`config.mk`:
```
export PLATFORM = sky130hd
export DESIGN_NAME = rv_decode_top
export DESIGN_NICKNAME = d
export VERILOG_FILES = /design/src/source/rv_decode_pkg.sv /design/src/source/decode_if.sv /design/src/source/instr_classifier.sv /design/src/source/uop_encoder.sv /design/src/source/imm_generator.sv /design/src/source/operand_select.sv /design/src/source/dispatch_register.sv /design/src/source/rv_decode_top.sv
export VERILOG_INCLUDE_DIRS = /design/src /design/src/source
export SDC_FILE = /design/constraint.sdc
export NUM_CORES = 1
export LEC_CHECK = 0
export BUFFER_PORTS_ARGS = -buffer_cell sky130_fd_sc_hd__buf_2
export CAP_MARGIN = 30
export CORE_MARGIN = 1
export CORE_UTILIZATION = 25
export CTS_CLUSTER_SIZE = 20
export DETAILED_ROUTE_END_ITERATION = 10
export PLACE_DENSITY = 0.48
export SLEW_MARGIN = 20
export SYNTH_ARGS = -nofsm -noshare
export SYNTH_HDL_FRONTEND = slang
export SYNTH_SLANG_ARGS = --single-unit
export TNS_END_PERCENT = 5
```
`constraint.sdc`:
```
create_clock -name clk -period 4.94 [get_ports clk]
set_input_delay 0.494 -clock clk [delete_from_list [all_inputs] [get_ports clk]]
set_output_delay 0.494 -clock clk [all_outputs]
set_load 0.02 [all_outputs]
```
`src/source/rv_decode_defs.svh`:
```
// Decode stage constants
`ifndef RV_DECODE_DEFS_SVH
`define RV_DECODE_DEFS_SVH

`define XLEN        32
`define REG_AW      5
`define UOP_W       5
`define NUM_FU      4

// Unit select bit positions
`define FU_ALU      0
`define FU_MUL      1
`define FU_LSI      2
`define FU_CFI      3

// Major opcodes, instruction bits 6 to 2
`define OPC_LUI     5'h0d
`define OPC_AUIPC   5'h05
`define OPC_JAL     5'h1b
`define OPC_JALR    5'h19
`define OPC_BRANCH  5'h18
`define OPC_LOAD    5'h00
`define OPC_STORE   5'h08
`define OPC_OPIMM   5'h04
`define OPC_OP      5'h0c
`define OPC_FENCE   5'h03

`define FN7_BASE    7'd0
`define FN7_ALT     7'd32
`define FN7_MULDIV  7'd1

`define ALU_ADD     5'b00_001
`define ALU_SUB     5'b00_000
`define ALU_AND     5'b01_001
`define ALU_OR      5'b01_010
`define ALU_XOR     5'b01_100
`define ALU_SLT     5'b10_001
`define ALU_SLTU    5'b10_010
`define ALU_SRA     5'b11_001
`define ALU_SRL     5'b11_010
`define ALU_SLL     5'b11_100

`define MUL_MUL     5'b01_000
`define MUL_MULH    5'b01_110
`define MUL_MULHSU  5'b01_111
`define MUL_MULHU   5'b01_101
`define MUL_DIV     5'b11_000
`define MUL_DIVU    5'b11_110
`define MUL_REM     5'b10_000
`define MUL_REMU    5'b10_111

`define CFI_BEQ     5'b00_001
`define CFI_BGE     5'b00_010
`define CFI_BGEU    5'b00_011
`define CFI_BLT     5'b00_100
`define CFI_BLTU    5'b00_101
`define CFI_BNE     5'b00_110
`define CFI_JAL     5'b10_010
`define CFI_JALR    5'b10_100

`define LSI_SIGNED  0
`define LSI_LOAD    3
`define LSI_STORE   4
`define LSI_BYTE    2'b01
`define LSI_HALF    2'b10
`define LSI_WORD    2'b11

// Tag vector layout, groups of 8 are in funct3 order
`define INS_W       46
`define INS_OP      0
`define INS_OPIMM   8
`define INS_MUL     16
`define INS_SUB     24
`define INS_SRA     25
`define INS_SRAI    26
`define INS_LUI     27
`define INS_AUIPC   28
`define INS_BR      29
`define INS_JAL     35
`define INS_JALR    36
`define INS_LD      37
`define INS_ST      42
`define INS_FENCE   45

`endif

```
`src/source/rv_decode_pkg.sv`:
```
// Decode stage types
`include "rv_decode_defs.svh"
`default_nettype none

package rv_decode_pkg;

    // Same word seen as R-type or I-type fields
    typedef union packed {
        struct packed {
            logic [6:0]         funct7;
            logic [`REG_AW-1:0] rs2;
            logic [`REG_AW-1:0] rs1;
            logic [2:0]         funct3;
            logic [`REG_AW-1:0] rd;
            logic [6:0]         opcode;
        } r;
        struct packed {
            logic [11:0]        imm12;
            logic [`REG_AW-1:0] rs1;
            logic [2:0]         funct3;
            logic [`REG_AW-1:0] rd;
            logic [6:0]         opcode;
        } i;
    } rv_instr_u;

    typedef struct packed {
        logic [`REG_AW-1:0] rd;
        logic [`XLEN-1:0]   op_a;
        logic [`XLEN-1:0]   op_b;
        logic [`UOP_W-1:0]  sub_opcode;
        logic [`NUM_FU-1:0] fu_sel;
        logic [1:0]         lsu_width;
        logic [`XLEN-1:0]   imm_pc;
        logic               illegal;
    } dispatch_t;

endpackage

`default_nettype wire

```
`src/source/decode_if.sv`:
```
// Classification bus
`timescale 1ns/10ps
`include "rv_decode_defs.svh"
`default_nettype none

interface decode_if;
    logic [`NUM_FU-1:0] fu_sel;
    logic               imm_i;
    logic               imm_s;
    logic               imm_b;
    logic               imm_u;
    logic               imm_j;
    logic               imm_sh;
    logic               a_rs1;
    logic               a_pc;
    logic               b_rs2;
    logic               b_imm;
    logic               no_rd;     // Stores and branches
    logic               illegal;
    logic [`INS_W-1:0]  ins;       // One-hot instruction tag

    modport producer (output fu_sel, imm_i, imm_s, imm_b, imm_u, imm_j, imm_sh,
                      a_rs1, a_pc, b_rs2, b_imm, no_rd, illegal, ins);
    modport consumer (input fu_sel, imm_i, imm_s, imm_b, imm_u, imm_j, imm_sh,
                      a_rs1, a_pc, b_rs2, b_imm, no_rd, illegal, ins);
endinterface

`default_nettype wire

```
`src/source/instr_classifier.sv`:
```
// RV32IM instruction classifier
`timescale 1ns/10ps
`include "rv_decode_defs.svh"
`default_nettype none

module instr_classifier (
    input  rv_decode_pkg::rv_instr_u inst,
    decode_if.producer               dif
);

    logic               std_len;
    logic [4:0]         opc;
    logic [2:0]         f3;
    logic               is_op;
    logic               is_imm;
    logic [`INS_W-1:0]  tag;
    logic [`NUM_FU-1:0] fu;
    logic               alu_rr;
    logic               alu_ri;
    logic               br_any;
    logic               ld_any;
    logic               st_any;
    logic               shift_imm;

    assign std_len = inst.r.opcode[1:0] == 2'b11;   // 32-bit encodings only
    assign opc     = inst.r.opcode[6:2];
    assign f3      = inst.r.funct3;
    assign is_op   = std_len && opc == `OPC_OP;
    assign is_imm  = std_len && opc == `OPC_OPIMM;

    always_comb begin
        tag = '0;
        for (int k = 0; k < 8; k++) begin
            tag[`INS_OP + k]  = is_op && inst.r.funct7 == `FN7_BASE && f3 == 3'(k);
            tag[`INS_MUL + k] = is_op && inst.r.funct7 == `FN7_MULDIV && f3 == 3'(k);
            // slli and srli also need a clean funct7
            tag[`INS_OPIMM + k] = is_imm && f3 == 3'(k) &&
                                  (f3[1:0] != 2'b01 || inst.r.funct7 == `FN7_BASE);
        end
        for (int k = 0; k < 6; k++) begin
            tag[`INS_BR + k] = std_len && opc == `OPC_BRANCH && f3 == 3'(k < 2 ? k : k + 2);
        end
        for (int k = 0; k < 5; k++) begin
            tag[`INS_LD + k] = std_len && opc == `OPC_LOAD && f3 == 3'(k < 3 ? k : k + 1);
        end
        for (int k = 0; k < 3; k++) begin
            tag[`INS_ST + k] = std_len && opc == `OPC_STORE && f3 == 3'(k);
        end
        tag[`INS_SUB]   = is_op && inst.r.funct7 == `FN7_ALT && f3 == 3'd0;
        tag[`INS_SRA]   = is_op && inst.r.funct7 == `FN7_ALT && f3 == 3'd5;
        tag[`INS_SRAI]  = is_imm && inst.r.funct7 == `FN7_ALT && f3 == 3'd5;
        tag[`INS_LUI]   = std_len && opc == `OPC_LUI;
        tag[`INS_AUIPC] = std_len && opc == `OPC_AUIPC;
        tag[`INS_JAL]   = std_len && opc == `OPC_JAL;
        tag[`INS_JALR]  = std_len && opc == `OPC_JALR && f3 == 3'd0;
        tag[`INS_FENCE] = std_len && opc == `OPC_FENCE && f3 == 3'd0;
    end

    assign alu_rr    = |tag[`INS_OP +: 8] || tag[`INS_SUB] || tag[`INS_SRA];
    assign alu_ri    = |tag[`INS_OPIMM +: 8] || tag[`INS_SRAI];
    assign br_any    = |tag[`INS_BR +: 6];
    assign ld_any    = |tag[`INS_LD +: 5];
    assign st_any    = |tag[`INS_ST +: 3];
    assign shift_imm = tag[`INS_OPIMM + 1] || tag[`INS_OPIMM + 5] || tag[`INS_SRAI];

    always_comb begin
        fu          = '0;
        fu[`FU_ALU] = alu_rr || alu_ri || tag[`INS_LUI] || tag[`INS_AUIPC];
        fu[`FU_MUL] = |tag[`INS_MUL +: 8];
        fu[`FU_LSI] = ld_any || st_any;
        fu[`FU_CFI] = br_any || tag[`INS_JAL] || tag[`INS_JALR];
    end

    assign dif.fu_sel  = fu;   // FENCE selects nothing
    assign dif.imm_i   = (alu_ri && !shift_imm) || tag[`INS_JALR] || ld_any;
    assign dif.imm_s   = st_any;
    assign dif.imm_b   = br_any;
    assign dif.imm_u   = tag[`INS_LUI] || tag[`INS_AUIPC];
    assign dif.imm_j   = tag[`INS_JAL];
    assign dif.imm_sh  = shift_imm;
    assign dif.a_rs1   = alu_rr || alu_ri || fu[`FU_MUL] || br_any || tag[`INS_JALR] ||
                         ld_any || st_any;
    assign dif.a_pc    = tag[`INS_AUIPC];
    assign dif.b_rs2   = alu_rr || fu[`FU_MUL] || br_any;
    assign dif.b_imm   = alu_ri || dif.imm_u || tag[`INS_JALR] || ld_any || st_any;
    assign dif.no_rd   = st_any || br_any;
    assign dif.illegal = ~|tag;
    assign dif.ins     = tag;

endmodule

`default_nettype wire

```
`src/source/uop_encoder.sv`:
```
// Sub-opcode encoder
`timescale 1ns/10ps
`include "rv_decode_defs.svh"
`default_nettype none

module uop_encoder (
    decode_if.consumer          dif,
    output logic [`UOP_W-1:0]   sub_opcode,
    output logic [1:0]          lsu_width
);

    // Indexed by funct3
    localparam logic [`UOP_W-1:0] ALU_TAB [8] = '{`ALU_ADD, `ALU_SLL, `ALU_SLT, `ALU_SLTU,
                                                  `ALU_XOR, `ALU_SRL, `ALU_OR, `ALU_AND};
    localparam logic [`UOP_W-1:0] MUL_TAB [8] = '{`MUL_MUL, `MUL_MULH, `MUL_MULHSU,
                                                  `MUL_MULHU, `MUL_DIV, `MUL_DIVU,
                                                  `MUL_REM, `MUL_REMU};
    // Tag order beq bne blt bge bltu bgeu
    localparam logic [`UOP_W-1:0] BR_TAB [6] = '{`CFI_BEQ, `CFI_BNE, `CFI_BLT, `CFI_BGE,
                                                 `CFI_BLTU, `CFI_BGEU};
    localparam logic [1:0] WIDTH_TAB [5] = '{`LSI_BYTE, `LSI_HALF, `LSI_WORD,
                                             `LSI_BYTE, `LSI_HALF};

    logic [`UOP_W-1:0] uop_alu;
    logic [`UOP_W-1:0] uop_mul;
    logic [`UOP_W-1:0] uop_cfi;
    logic [`UOP_W-1:0] uop_lsi;

    always_comb begin
        uop_alu   = '0;
        uop_mul   = '0;
        uop_cfi   = '0;
        uop_lsi   = '0;
        lsu_width = '0;
        for (int k = 0; k < 8; k++) begin
            if (dif.ins[`INS_OP + k] || dif.ins[`INS_OPIMM + k])
                uop_alu = uop_alu | ALU_TAB[k];
            if (dif.ins[`INS_MUL + k])
                uop_mul = uop_mul | MUL_TAB[k];
        end
        if (dif.ins[`INS_SRA] || dif.ins[`INS_SRAI])
            uop_alu = uop_alu | `ALU_SRA;
        if (dif.ins[`INS_LUI])
            uop_alu = uop_alu | `ALU_OR;        // rd = 0 | imm
        if (dif.ins[`INS_AUIPC])
            uop_alu = uop_alu | `ALU_ADD;       // sub is all zero
        for (int k = 0; k < 6; k++) begin
            if (dif.ins[`INS_BR + k])
                uop_cfi = uop_cfi | BR_TAB[k];
        end
        if (dif.ins[`INS_JAL])
            uop_cfi = uop_cfi | `CFI_JAL;
        if (dif.ins[`INS_JALR])
            uop_cfi = uop_cfi | `CFI_JALR;
        for (int k = 0; k < 5; k++) begin
            if (dif.ins[`INS_LD + k])
                lsu_width = lsu_width | WIDTH_TAB[k];
        end
        for (int k = 0; k < 3; k++) begin
            if (dif.ins[`INS_ST + k])
                lsu_width = lsu_width | WIDTH_TAB[k];
        end
        uop_lsi[2:1]        = lsu_width;
        uop_lsi[`LSI_LOAD]   = |dif.ins[`INS_LD +: 5];
        uop_lsi[`LSI_STORE]  = |dif.ins[`INS_ST +: 3];
        uop_lsi[`LSI_SIGNED] = dif.ins[`INS_LD] || dif.ins[`INS_LD + 1];   // lb, lh
        sub_opcode = uop_alu | uop_mul | uop_cfi | uop_lsi;
    end

endmodule

`default_nettype wire

```
`src/source/imm_generator.sv`:
```
// Immediate generator
`timescale 1ns/10ps
`include "rv_decode_defs.svh"
`default_nettype none

module imm_generator (
    input  rv_decode_pkg::rv_instr_u inst,
    decode_if.consumer               dif,
    output logic [`XLEN-1:0]         imm,
    output logic [`XLEN-1:0]         imm_pc
);

    logic             sign;
    logic [`XLEN-1:0] imm_i;
    logic [`XLEN-1:0] imm_s;
    logic [`XLEN-1:0] imm_b;
    logic [`XLEN-1:0] imm_u;
    logic [`XLEN-1:0] imm_j;
    logic [`XLEN-1:0] imm_sh;

    assign sign   = inst.i.imm12[11];
    assign imm_i  = {{20{sign}}, inst.i.imm12};
    assign imm_s  = {{20{sign}}, inst.i.imm12[11:5], inst.i.rd};
    assign imm_b  = {{19{sign}}, sign, inst.i.rd[0], inst.i.imm12[10:5], inst.i.rd[4:1], 1'b0};
    assign imm_u  = {inst.i.imm12, inst.i.rs1, inst.i.funct3, 12'b0};
    assign imm_j  = {{11{sign}}, sign, inst.i.rs1, inst.i.funct3, inst.i.imm12[0],
                     inst.i.imm12[10:1], 1'b0};
    assign imm_sh = {27'b0, inst.i.imm12[4:0]};    // Shamt

    assign imm_pc = {`XLEN{dif.imm_b}} & imm_b |
                    {`XLEN{dif.imm_j}} & imm_j |
                    {`XLEN{dif.imm_u}} & imm_u;

    assign imm = imm_pc |
                 {`XLEN{dif.imm_i}}  & imm_i |
                 {`XLEN{dif.imm_s}}  & imm_s |
                 {`XLEN{dif.imm_sh}} & imm_sh;

endmodule

`default_nettype wire

```
`src/source/operand_select.sv`:
```
// Operand and destination select
`timescale 1ns/10ps
`include "rv_decode_defs.svh"
`default_nettype none

module operand_select (
    input  rv_decode_pkg::rv_instr_u  inst,
    input  logic [`XLEN-1:0]          rs1_data,
    input  logic [`XLEN-1:0]          rs2_data,
    input  logic [`XLEN-1:0]          pc,
    input  logic [`XLEN-1:0]          imm,
    decode_if.consumer                dif,
    input  logic [`UOP_W-1:0]         sub_opcode,
    input  logic [1:0]                lsu_width,
    input  logic [`XLEN-1:0]          imm_pc,
    output rv_decode_pkg::dispatch_t  bundle
);

    always_comb begin
        bundle.op_a = {`XLEN{dif.a_rs1}} & rs1_data |
                      {`XLEN{dif.a_pc}}  & pc;
        bundle.op_b = {`XLEN{dif.b_rs2}} & rs2_data |
                      {`XLEN{dif.b_imm}} & imm;
        // No write back for stores, branches, FENCE or illegal words
        bundle.rd         = (dif.no_rd || dif.fu_sel == '0) ? '0 : inst.i.rd;
        bundle.sub_opcode = sub_opcode;
        bundle.fu_sel     = dif.fu_sel;
        bundle.lsu_width  = lsu_width;
        bundle.imm_pc     = imm_pc;
        bundle.illegal    = dif.illegal;
    end

endmodule

`default_nettype wire

```
`src/source/dispatch_register.sv`:
```
// Dispatch pipeline register
`timescale 1ns/10ps
`include "rv_decode_defs.svh"
`default_nettype none

module dispatch_register (
    input  logic                      clk,
    input  logic                      rst_n,
    input  logic                      inst_valid,
    input  rv_decode_pkg::dispatch_t  next,
    output logic                      dec_valid,
    output rv_decode_pkg::dispatch_t  current
);

    always_ff @(posedge clk) begin
        if (!rst_n) begin
            dec_valid <= 1'b0;
            current   <= '0;
        end else begin
            dec_valid <= inst_valid;     // One pulse per accepted word
            if (inst_valid) begin
                current <= next;
            end
        end
    end

endmodule

`default_nettype wire

```
`src/source/rv_decode_top.sv`:
```
// RV32IM decode stage
`timescale 1ns/10ps
`include "rv_decode_defs.svh"
`default_nettype none

module rv_decode_top (
    input  logic                clk,
    input  logic                rst_n,
    input  logic                inst_valid,
    input  logic [`XLEN-1:0]    inst,
    input  logic [`XLEN-1:0]    rs1_data,
    input  logic [`XLEN-1:0]    rs2_data,
    input  logic [`XLEN-1:0]    pc,
    output logic [`REG_AW-1:0]  rs1_addr,
    output logic [`REG_AW-1:0]  rs2_addr,
    output logic                dec_valid,
    output logic [`REG_AW-1:0]  rd_addr,
    output logic [`XLEN-1:0]    op_a,
    output logic [`XLEN-1:0]    op_b,
    output logic [`UOP_W-1:0]   sub_opcode,
    output logic [`NUM_FU-1:0]  fu_sel,
    output logic [1:0]          lsu_width,
    output logic [`XLEN-1:0]    imm_pc,
    output logic                illegal
);

    rv_decode_pkg::dispatch_t next_bundle;
    rv_decode_pkg::dispatch_t cur_bundle;
    logic [`UOP_W-1:0]        uop;
    logic [1:0]               width;
    logic [`XLEN-1:0]         imm;
    logic [`XLEN-1:0]         imm_pc_w;

    decode_if dif ();

    instr_classifier classifier_i (.inst(inst), .dif(dif.producer));

    uop_encoder uop_encoder_i (.dif(dif.consumer), .sub_opcode(uop), .lsu_width(width));

    imm_generator imm_generator_i (
        .inst   (inst),
        .dif    (dif.consumer),
        .imm    (imm),
        .imm_pc (imm_pc_w)
    );

    operand_select operand_select_i (
        .inst       (inst),
        .rs1_data   (rs1_data),
        .rs2_data   (rs2_data),
        .pc         (pc),
        .imm        (imm),
        .dif        (dif.consumer),
        .sub_opcode (uop),
        .lsu_width  (width),
        .imm_pc     (imm_pc_w),
        .bundle     (next_bundle)
    );

    dispatch_register dispatch_register_i (
        .clk        (clk),
        .rst_n      (rst_n),
        .inst_valid (inst_valid),
        .next       (next_bundle),
        .dec_valid  (dec_valid),
        .current    (cur_bundle)
    );

    // Register file reads stay in the decode cycle
    assign rs1_addr   = inst[19:15];
    assign rs2_addr   = inst[24:20];
    assign rd_addr    = cur_bundle.rd;
    assign op_a       = cur_bundle.op_a;
    assign op_b       = cur_bundle.op_b;
    assign sub_opcode = cur_bundle.sub_opcode;
    assign fu_sel     = cur_bundle.fu_sel;
    assign lsu_width  = cur_bundle.lsu_width;
    assign imm_pc     = cur_bundle.imm_pc;
    assign illegal    = cur_bundle.illegal;

endmodule

`default_nettype wire

```
==> results of run 1 <==
## synthesized netlist by cell type (all sizes together) (2+ instances only)
| library cell | instances | area share [%] |
|---|---|---|
| a2bb2oi | 4 | 0.62 |
| inv | 4 | 0.27 |
| nand3 | 13 | 1.2 |
| a31oi | 20 | 2.2 |
| a32o | 2 | 0.36 |
| a2111oi | 2 | 0.31 |
| o21ai | 91 | 8.1 |
| clkbuf | 39 | 2.6 |
| dfxtp | 113 | 40 |
| o211a | 5 | 0.89 |
| a21o | 8 | 1.1 |
| and4 | 2 | 0.31 |
| o21a | 5 | 0.67 |
| a22oi | 51 | 9.5 |
| xor2 | 2 | 0.31 |
| or2 | 3 | 0.33 |
| and4b | 2 | 0.36 |
| nand4b | 2 | 0.31 |
| nand4 | 3 | 0.33 |
| nand2 | 46 | 3.1 |
| o31a | 3 | 0.47 |
| mux2i | 11 | 2.0 |
| nor2b | 18 | 2.0 |
| or3 | 5 | 0.74 |
| o211ai | 2 | 0.27 |
| a21boi | 9 | 1.2 |
| and3 | 3 | 0.33 |
| a22o | 5 | 0.78 |
| o32ai | 3 | 0.47 |
| a21oi | 74 | 7.7 |
| nor4 | 3 | 0.45 |
| nand2b | 9 | 1.0 |
| buf | 36 | 4.4 |
| nor2 | 10 | 0.67 |
| nor3 | 15 | 1.7 |
## power by group through the flow
stage | clock, mW | sequential [mW] | combinational, mW
5_1_grt | 1.24 | 0.971 | 0.348
6_report | 1.17 | 0.967 | 0.318
3_5_place_dp | 0 | 0.987 | 0.319
3_3_place_gp | 0 | 0.987 | 0.321
4_1_cts | 1.21 | 0.967 | 0.320
2_1_floorplan | 0 | 1.03 | 0.133
## through the flow
stage | hold slack, ps | std cells
after floorplan | 552 | 639
after global placement | 459 | 1106
after detailed placement | 460 | 1106
after CTS | 309 | 1138
after global routing | 319 | 1140
final | 328 | 1141
## registers in the layout (all words and copies together) (netlist names)
signal	cells
dispatch_register_i.dec_valid	1
dispatch_register_i.current	112
## worst max-delay path by stage
stage | from | end | cells after the start
2_1_floorplan | inst[14] | dispatch_register_i.current[88] | 9
3_3_place_gp | inst[3] | dispatch_register_i.current[76] | 8
5_1_grt | inst[3] | dispatch_register_i.current[76] | 7
6_report | inst[3] | dispatch_register_i.current[76] | 7
4_1_cts | inst[3] | dispatch_register_i.current[76] | 7
3_5_place_dp | inst[3] | dispatch_register_i.current[76] | 7
## worst max-delay path, cell delays in order
cell     delay [ps]
buf_2           120
nor2_1          480
nand3_1         280
o21ai_1         530
or3_2           860
a22oi_1         160
a21oi_1         180
## kinds of logic after synthesis
kind of cell / synth area share, %
AOI/OAI and AO/OA: 36.0
xor gates and xnor gates: 0.469
buffers and inverters: 7.30
DFF: 40.3
muxes: 1.96
other: 0.0669
and+or+nand+nor: 13.9
## cell type report
cell class	count	area [sq um]
fillers	2315	14400
multi-input cells	447	2950
flip-flops and latches	113	2260
repair buffers	263	1340
clock buffers	20	447
well taps	280	350
clock inverters	12	110
inverters	4	15.0
diodes	2	5.00
## per-layer routing
layer	vias up	GRT usage, %	wire (microns)
met3	17	4.70	1520
met2	201	26.7	9670
met1	2587	23.6	9420
li1	2777	-	-
met4	2	5.74	248
met5	-	0	13
==> results.json, run 1 <==
{
  "status": "completed",
  "yosys_warnings": 0,
  "maxCapViolCount": 0,
  "tightest_slew_ps": 954,
  "pwr-share-clk_pct": 47.7,
  "grt_pass1_vias": 5119,
  "yosys.cell_types.count": 62,
  "drtIter0Drc": 214,
  "syn_to_final_growth_pct": 33.4,
  "crit_path_start_kind": "input port",
  "synth_cells": 639,
  "dieArea_sq_um": 23000,
  "synth_edf_count": 0,
  "holdPathEnd": "dispatch_register_i.current[55]",
  "drc_errors": 0,
  "ant_nets": 0,
  "cts.clk_slew.worst_paths_ps": 60,
  "gp_congestion": 0.854,
  "cts_root_buffer": "clkbuf_16",
  "portBuffers": 253,
  "leakage_nw": 3.20,
  "wl_per_cell_microns": 18.3,
  "nets": 977,
  "wl_microns": 20900,
  "cts_tree": "yes",
  "internal-power_mw": 1.77,
  "finalCritPeriodShare_pct": 56.5,
  "timing.rr.start": "dispatch_register_i.current[44]",
  "die_h_microns": 152,
  "synthFlopType": "dfxtp_1",
  "vias": 5584,
  "numCtsBuffers": 17,
  "hold_depth": 3,
  "hold_start": "rs2_data[11]",
  "place_hpwl_microns": 15100,
  "numClockSinks": 113,
  "place_ws_ps": 1750,
  "grt.total_usage_pct": 17.5,
  "switching_share_pct": 28.1,
  "setup_tns_ps": 0,
  "maxSlewViolCount": 0,
  "core_area_sq_um": 21900,
  "grt_max_degree": 68,
  "switchingPower_mw": 0.691,
  "die_w_microns": 152,
  "fin_crit_ps": 2790,
  "syn-mean-instance-area_sq_um": 8.78,
  "synth_fp_nets": 770,
  "rsz0062_at_grt": "false",
  "max_freq_mhz": 358,
  "netlist_area_sq_um": 5610,
  "ir_drop_mv": 0.173,
  "worst_ep_required_time_ps": 5290,
  "cp_max_fo": 32,
  "postCtsSetupRepairBufs": 0,
  "placementRows": 54,
  "power_mw": 2.46,
  "setup_violations": 0,
  "hold_viol": 0,
  "grt-ovfl-total": 0,
  "final_core_util_pct": 34.2,
  "yosysSeqAreaShare_pct": 40.3,
  "clk_path_buf_depth": 2,
  "cts_hold_buffers": 0,
  "critPathKind": "input port to flip-flop",
  "antenna_found_initial": 3,
  "ys_ff_latch": 113,
  "mostFrequentLayoutCell": "buf_2",
  "htreeDepth": 4,
  "reg2regPathDepth": 2,
  "via_per_inst": 4.89,
  "min_path_type": "input port to flip-flop",
  "dr.pass1.iters": 4,
  "power.density_nw_per_um2": 329,
  "io_pins": 255,
  "insertion_delay_ps": 400,
  "layout_common_cells": "buf_2 (252), dfxtp_1 (113), o21ai_0 (90)",
  "skew_ps": 0,
  "r2r_slack_ps": 4240,
  "arrival_ps": 3140,
  "place_area_sq_um": 6910,
  "seqPwrFrac_pct": 39.3,
  "crit_path_end_kind": "flip-flop",
  "ys_async_sr_fraction_pct": 0,
  "drive_above_1_share_pct": 41.1,
  "grt_pass1_wl_microns": 30500,
  "initial_core_util_pct": 25.6,
  "cts_resized": 0,
  "power_frac_comb_pct": 12.9,
  "fin_ws_ps": 2150,
  "r2r-end": "dispatch_register_i.current[44]",
  "max_slew_margin_pct": 36.3,
  "final_cell_area_sq_um": 7480
}
No activity file was read; power rests on OpenSTA's default activity.
==> run 2: changes to the inputs <==
ABC_AREA = 1   (was default)
PLACE_DENSITY = 0.47   (was 0.48)
clock period = 2.9 ns   (was 4.94 ns; I/O delays follow)
==> results.json, run 2 <==
{
  "status": "completed",
  "mostFrequentLayoutCell": "buf_2",
  "synth_cells": 921,
  "hold_start": "rs1_data[16]",
  "grt_pass1_wl_microns": 36200,
  "r2r_slack_ps": 2180,
  "skew_ps": 0,
  "cts_resized": 0,
  "cts_tree": "yes",
  "timing.rr.start": "dispatch_register_i.current[26]",
  "layout_common_cells": "buf_2 (252), nand2_1 (155), o21ai_0 (143)",
  "reg2regPathDepth": 4,
  "drtIter0Drc": 531,
  "largest_register_ffs": 112,
  "critPathBufInv": 5,
  "postCtsSetupRepairBufs": 0,
  "drive_above_1_share_pct": 28.1,
  "max_slew_margin_pct": 43.1,
  "insertion_delay_ps": 410,
  "io_pins": 255,
  "setup_tns_ps": 0,
  "top_regs": "dispatch_register_i.current (112), dispatch_register_i.dec_valid (1)",
  "gp_congestion": 0.899,
  "grt-ovfl-total": 0,
  "worstPathCellList": "buf_2 > nand2_1 > inv_1 > nand2_1 > nor2_2 > buf_4 > o21ai_1 > inv_1 > nor2_1 > nand2_1 > nand2_1 > nand2_1 > nand2_1 > o211ai_1 > nand2_1 > inv_1",
  "finalCritPeriodShare_pct": 72.5,
  "fin_crit_ps": 2100,
  "maxCapViolCount": 0,
  "arrival_ps": 2420,
  "yosysSeqAreaShare_pct": 38.0,
  "htreeDepth": 4,
  "ys_async_sr_fraction_pct": 0,
  "cts_root_buffer": "clkbuf_16",
  "cp-startpoint": "inst[0]",
  "cts.clk_slew.worst_paths_ps": 60,
  "dr.pass1.iters": 6,
  "crit_path_end_kind": "flip-flop",
  "synth_top_area_cell": "dfxtp_1",
  "synth_top_area_share_pct": 38.0,
  "grt_pass1_vias": 6499,
  "fillerInstances": 2641,
  "grt_max_degree": 109,
  "dieArea_sq_um": 24500,
  "tightest_slew_ps": 853,
  "antenna_found_initial": 0,
  "clk_path_buf_depth": 2,
  "cp_max_fo": 21,
  "holdPathEnd": "dispatch_register_i.current[92]",
  "ys_ff_latch": 113,
  "yosys_warnings": 0,
  "drc_errors": 0,
  "place_hpwl_microns": 17200,
  "netlist_top_cells_count": "nand2_1 (155), o21ai_0 (143), nor2_1 (121)",
  "max_stage_delay_ps": 590,
  "place_ws_ps": 408,
  "cpMostUsedCell": "nand2_1",
  "n_antenna_cell": 0,
  "layout.area.seq_sq_um": 2260,
  "placementRows": 56,
  "r2r-end": "dispatch_register_i.current[26]",
  "core_area_sq_um": 23400,
  "synth.area.top_cells": "dfxtp_1 (38%), o21ai_0 (12%), nand2_1 (9.8%)",
  "multi_input_area_sq_um": 2940,
  "crit_slowest_cell": "nand2_1",
  "hold_depth": 3,
  "nets": 1271,
  "wl_microns": 23700,
  "via_per_inst": 4.62,
  "initial_core_util_pct": 25.5,
  "syn_to_final_growth_pct": 34.6,
  "synth_edf_count": 0,
  "syn-mean-instance-area_sq_um": 6.47,
  "leakage_nw": 4.31,
  "min_path_type": "input port to flip-flop",
  "yosys.cell_types.count": 34,
  "synth_fp_nets": 1052,
  "crit_path_start_kind": "input port",
  "critPathTopFamily": "simple AND/OR/NAND/NOR gates",
  "power_mw": 4.45,
  "worst_ep_required_time_ps": 3220,
  "cts_hold_buffers": 0,
  "hold_viol": 0,
  "max_freq_mhz": 475,
  "setup_violations": 0,
  "ant_nets": 0,
  "numClockSinks": 113,
  "grt.total_usage_pct": 19.4,
  "wl_per_cell_microns": 16.1,
  "numCtsBuffers": 17,
  "ir_drop_mv": 0.262,
  "final_core_util_pct": 34.3,
  "synthFlopType": "dfxtp_1",
  "yosysMostFrequentCell": "nand2_1",
  "power.density_nw_per_um2": 555,
  "portBuffers": 253,
  "fin_ws_ps": 797,
  "maxSlewViolCount": 0,
  "netlist_area_sq_um": 5960,
  "die_h_microns": 156,
  "rsz0062_at_grt": "false",
  "die_w_microns": 156,
  "critPathKind": "input port to flip-flop",
  "vias": 6795,
  "largest-register": "dispatch_register_i.current"
}
[run 2: cell types whose count changed after synthesis, moves of 23 or more]
cell | previous run | this run
a21oi_1 | 57 | 107
a22oi_2 | 30 | 0
inv_1 | 4 | 99
nand2_1 | 46 | 155
nand3_1 | 13 | 36
nor2_1 | 10 | 121
o21ai_0 | 90 | 143
[run 2: final cells by class]
class	instances	share of cell area, %
sequential	113	28.2
multi-input combinational	630	36.7
clock buffer	19	5.40
inverter	110	5.15
timing repair buffer	268	17.5
tap	319	4.98
clock inverter	11	2.06
[run 2: cell families after synthesis]
group	synth area share [%]
AO/OA/AOI/OAI	25.4
buffers and inverters	12.6
flip-flops	38.0
other	0.0629
AND/OR/NAND/NOR	23.9
[run 2: worst max-delay path by stage]
stage | endpoint | slack [ps] | cells past startpoint
floorplan | dispatch_register_i.current[77] | 1140 | 14
global placement | dispatch_register_i.current[73] | 400 | 15
detailed placement | dispatch_register_i.current[57] | 410 | 15
CTS | dispatch_register_i.current[55] | 810 | 16
global route | dispatch_register_i.current[61] | 550 | 15
finish | dispatch_register_i.current[55] | 800 | 16
[run 2: layer usage]
metal	global-route usage (%)	part of all wire [%]	vias to the layer above
li1	-	-	3447
met1	24.5	45	3100
met2	32.2	48	216
met3	3.96	5.5	32
met4	7.61	2.4	0
met5	0	0	-
[run 2: report_power, final]
part	total, mW	internal [mW]	leakage [nW]	switching (mW)
registers	1.66	1.63	0.930	0.0351
logic	0.594	0.207	3.09	0.387
clock network	2.19	1.42	0.292	0.771
total	4.45	3.26	4.31	1.19
[run 2: worst min-delay path, delay by kind of cell]
family	cells	cell delay (ps)
buffers and inverters	1	70
AOI/OAI and AO/OA	1	50
and+or+nand+nor	1	70
[run 2: stage by stage]
stage / instance area, sq um / std cells / hold slack (ps)
floorplan: 5960 / 921 / 432
global placement: 7400 / 1439 / 455
detailed placement: 7400 / 1439 / 456
CTS: 8000 / 1469 / 83.6
global route: 8020 / 1470 / 96.4
finish: 8020 / 1470 / 102
==> run 3: changes to the inputs <==
PLACE_DENSITY = 0.49   (was 0.47)
clock period = 1.85 ns   (was 2.9 ns; I/O delays follow)
==> results.json, run 3 (synthesis results as in run 2) <==
{
  "ir_drop_mv": 0.371,
  "hold_viol": 0,
  "grt_pass1_wl_microns": 36100,
  "critPathKind": "input port to flip-flop",
  "mostFrequentLayoutCell": "buf_2",
  "largest_register_ffs": 112,
  "power.density_nw_per_um2": 746,
  "wl_microns": 23400,
  "syn_to_final_growth_pct": 49.1,
  "drtIter0Drc": 519,
  "skew_ps": 0,
  "grt.total_usage_pct": 19.3,
  "placementRows": 56,
  "core_area_sq_um": 23400,
  "fin_crit_ps": 1560,
  "drive_above_1_share_pct": 32.3,
  "crit_slowest_cell": "nand3_1",
  "dieArea_sq_um": 24500,
  "maxSlewViolCount": 0,
  "grt_max_degree": 90,
  "io_pins": 255,
  "antenna_found_initial": 2,
  "max_stage_delay_ps": 200,
  "numClockSinks": 113,
  "finalCritPeriodShare_pct": 84.2,
  "dp.cells": 1523,
  "numCtsBuffers": 17,
  "r2r_slack_ps": 1130,
  "portBuffers": 253,
  "crit_path_start_kind": "input port",
  "fillerInstances": 2561,
  "status": "completed",
  "postCtsSetupRepairBufs": 0,
  "min_path_type": "input port to flip-flop",
  "cts_root_buffer": "clkbuf_16",
  "max_slew_margin_pct": 47.2,
  "final_cell_area_sq_um": 8880,
  "grt_pass1_vias": 6793,
  "crit_path_end_kind": "flip-flop",
  "die_h_microns": 156,
  "critPathBufInv": 5,
  "die_w_microns": 156,
  "maxCapViolCount": 0,
  "wl_per_cell_microns": 14.8,
  "critPathTopFamily": "simple AND/OR/NAND/NOR gates",
  "vias": 7031,
  "leakage_nw": 4.79,
  "tightest_slew_ps": 791,
  "layout_common_cells": "buf_2 (252), nand2_1 (155), o21ai_0 (143)",
  "clk_path_buf_depth": 2,
  "htreeDepth": 4,
  "grt-ovfl-total": 0,
  "place_hpwl_microns": 17500,
  "worstPathCellList": "buf_2 > nand2_1 > inv_1 > nand2_1 > nor2_2 > buf_4 > o21ai_1 > nand3_1 > nor2_2 > buf_4 > nand3_1 > nand2_1 > o21ai_0 > o21ai_0 > inv_1",
  "place_area_sq_um": 8130,
  "setup_tns_ps": 0,
  "nets": 1376,
  "drc_errors": 0,
  "cpMostUsedCell": "nand2_1",
  "finalNonFillerCells": 1578,
  "cp_max_fo": 10,
  "worst_ep_required_time_ps": 2160,
  "final_core_util_pct": 38.0,
  "gp_congestion": 0.853,
  "ant_nets": 0,
  "cts_tree": "yes",
  "max_freq_mhz": 642,
  "initial_core_util_pct": 25.5,
  "power_mw": 6.62,
  "via_per_inst": 4.46,
  "insertion_delay_ps": 410,
  "cts.clk_slew.worst_paths_ps": 60,
  "arrival_ps": 1870,
  "top_regs": "dispatch_register_i.current (112), dispatch_register_i.dec_valid (1)",
  "largest-register": "dispatch_register_i.current",
  "rsz0062_at_grt": "false",
  "setup_violations": 0,
  "dr.pass1.iters": 5
}
==> run 3: layout make-up <==
class / count / area, sq um / share of cell area (%)
Antenna cell: 2 / 5.00 / 0.0563
Clock buffer: 22 / 464 / 5.23
Clock inverter: 9 / 60.1 / 0.676
Inverter: 110 / 413 / 4.65
Multi-Input combinational cell: 630 / 2940 / 33.1
Sequential cell: 113 / 2260 / 25.5
Tap cell: 319 / 399 / 4.49
Timing Repair Buffer: 373 / 2340 / 26.3
==> run 3: worst min-delay path, stage by stage <==
cell and delay [ps]:
buf_2 80, a21oi_1 60, nor2_1 70
==> run 3: metrics by stage <==
step / hold WS (ps) / setup WS (ps)
2_1_floorplan: 327 / 192
3_3_place_gp: 417 / -143
3_5_place_dp: 424 / -123
4_1_cts: 2.69 / 319
5_1_grt: 15.4 / 75.5
6_report: 12.6 / 292
==> run 3: power breakdown <==
group | total [mW] | switching, mW | leakage (nW) | internal (mW)
clock network | 2.98 | 1.21 | 0.252 | 1.77
registers | 2.61 | 0.0536 | 0.930 | 2.55
logic | 1.04 | 0.621 | 3.61 | 0.418
total | 6.62 | 1.89 | 4.79 | 4.74
==> run 3: repair_timing <==
item | in CTS | in global routing
hold buffers | 22 | 0
endpoints found under the hold margin | 22 | 0
resized for setup | 0 | 0
==> run 3: layer usage <==
| metal | share of wire, % | track usage, % |
|---|---|---|
| met4 | 2.7 | 9.20 |
| met3 | 4.5 | 3.77 |
| met1 | 47 | 24.8 |
| met2 | 46 | 30.8 |
| met5 | 0 | 0 |
==> run 3: path summary, 6_finish.rpt <==
path                                                      start                          endpoint  cells after the start
worst max-delay path                                    inst[0]   dispatch_register_i.current[44]                     15
worst min-delay path                               rs1_data[26]  dispatch_register_i.current[102]                      3
worst max register to register  dispatch_register_i.current[22]   dispatch_register_i.current[22]                      4
worst min register to register  dispatch_register_i.current[15]   dispatch_register_i.current[15]                      2
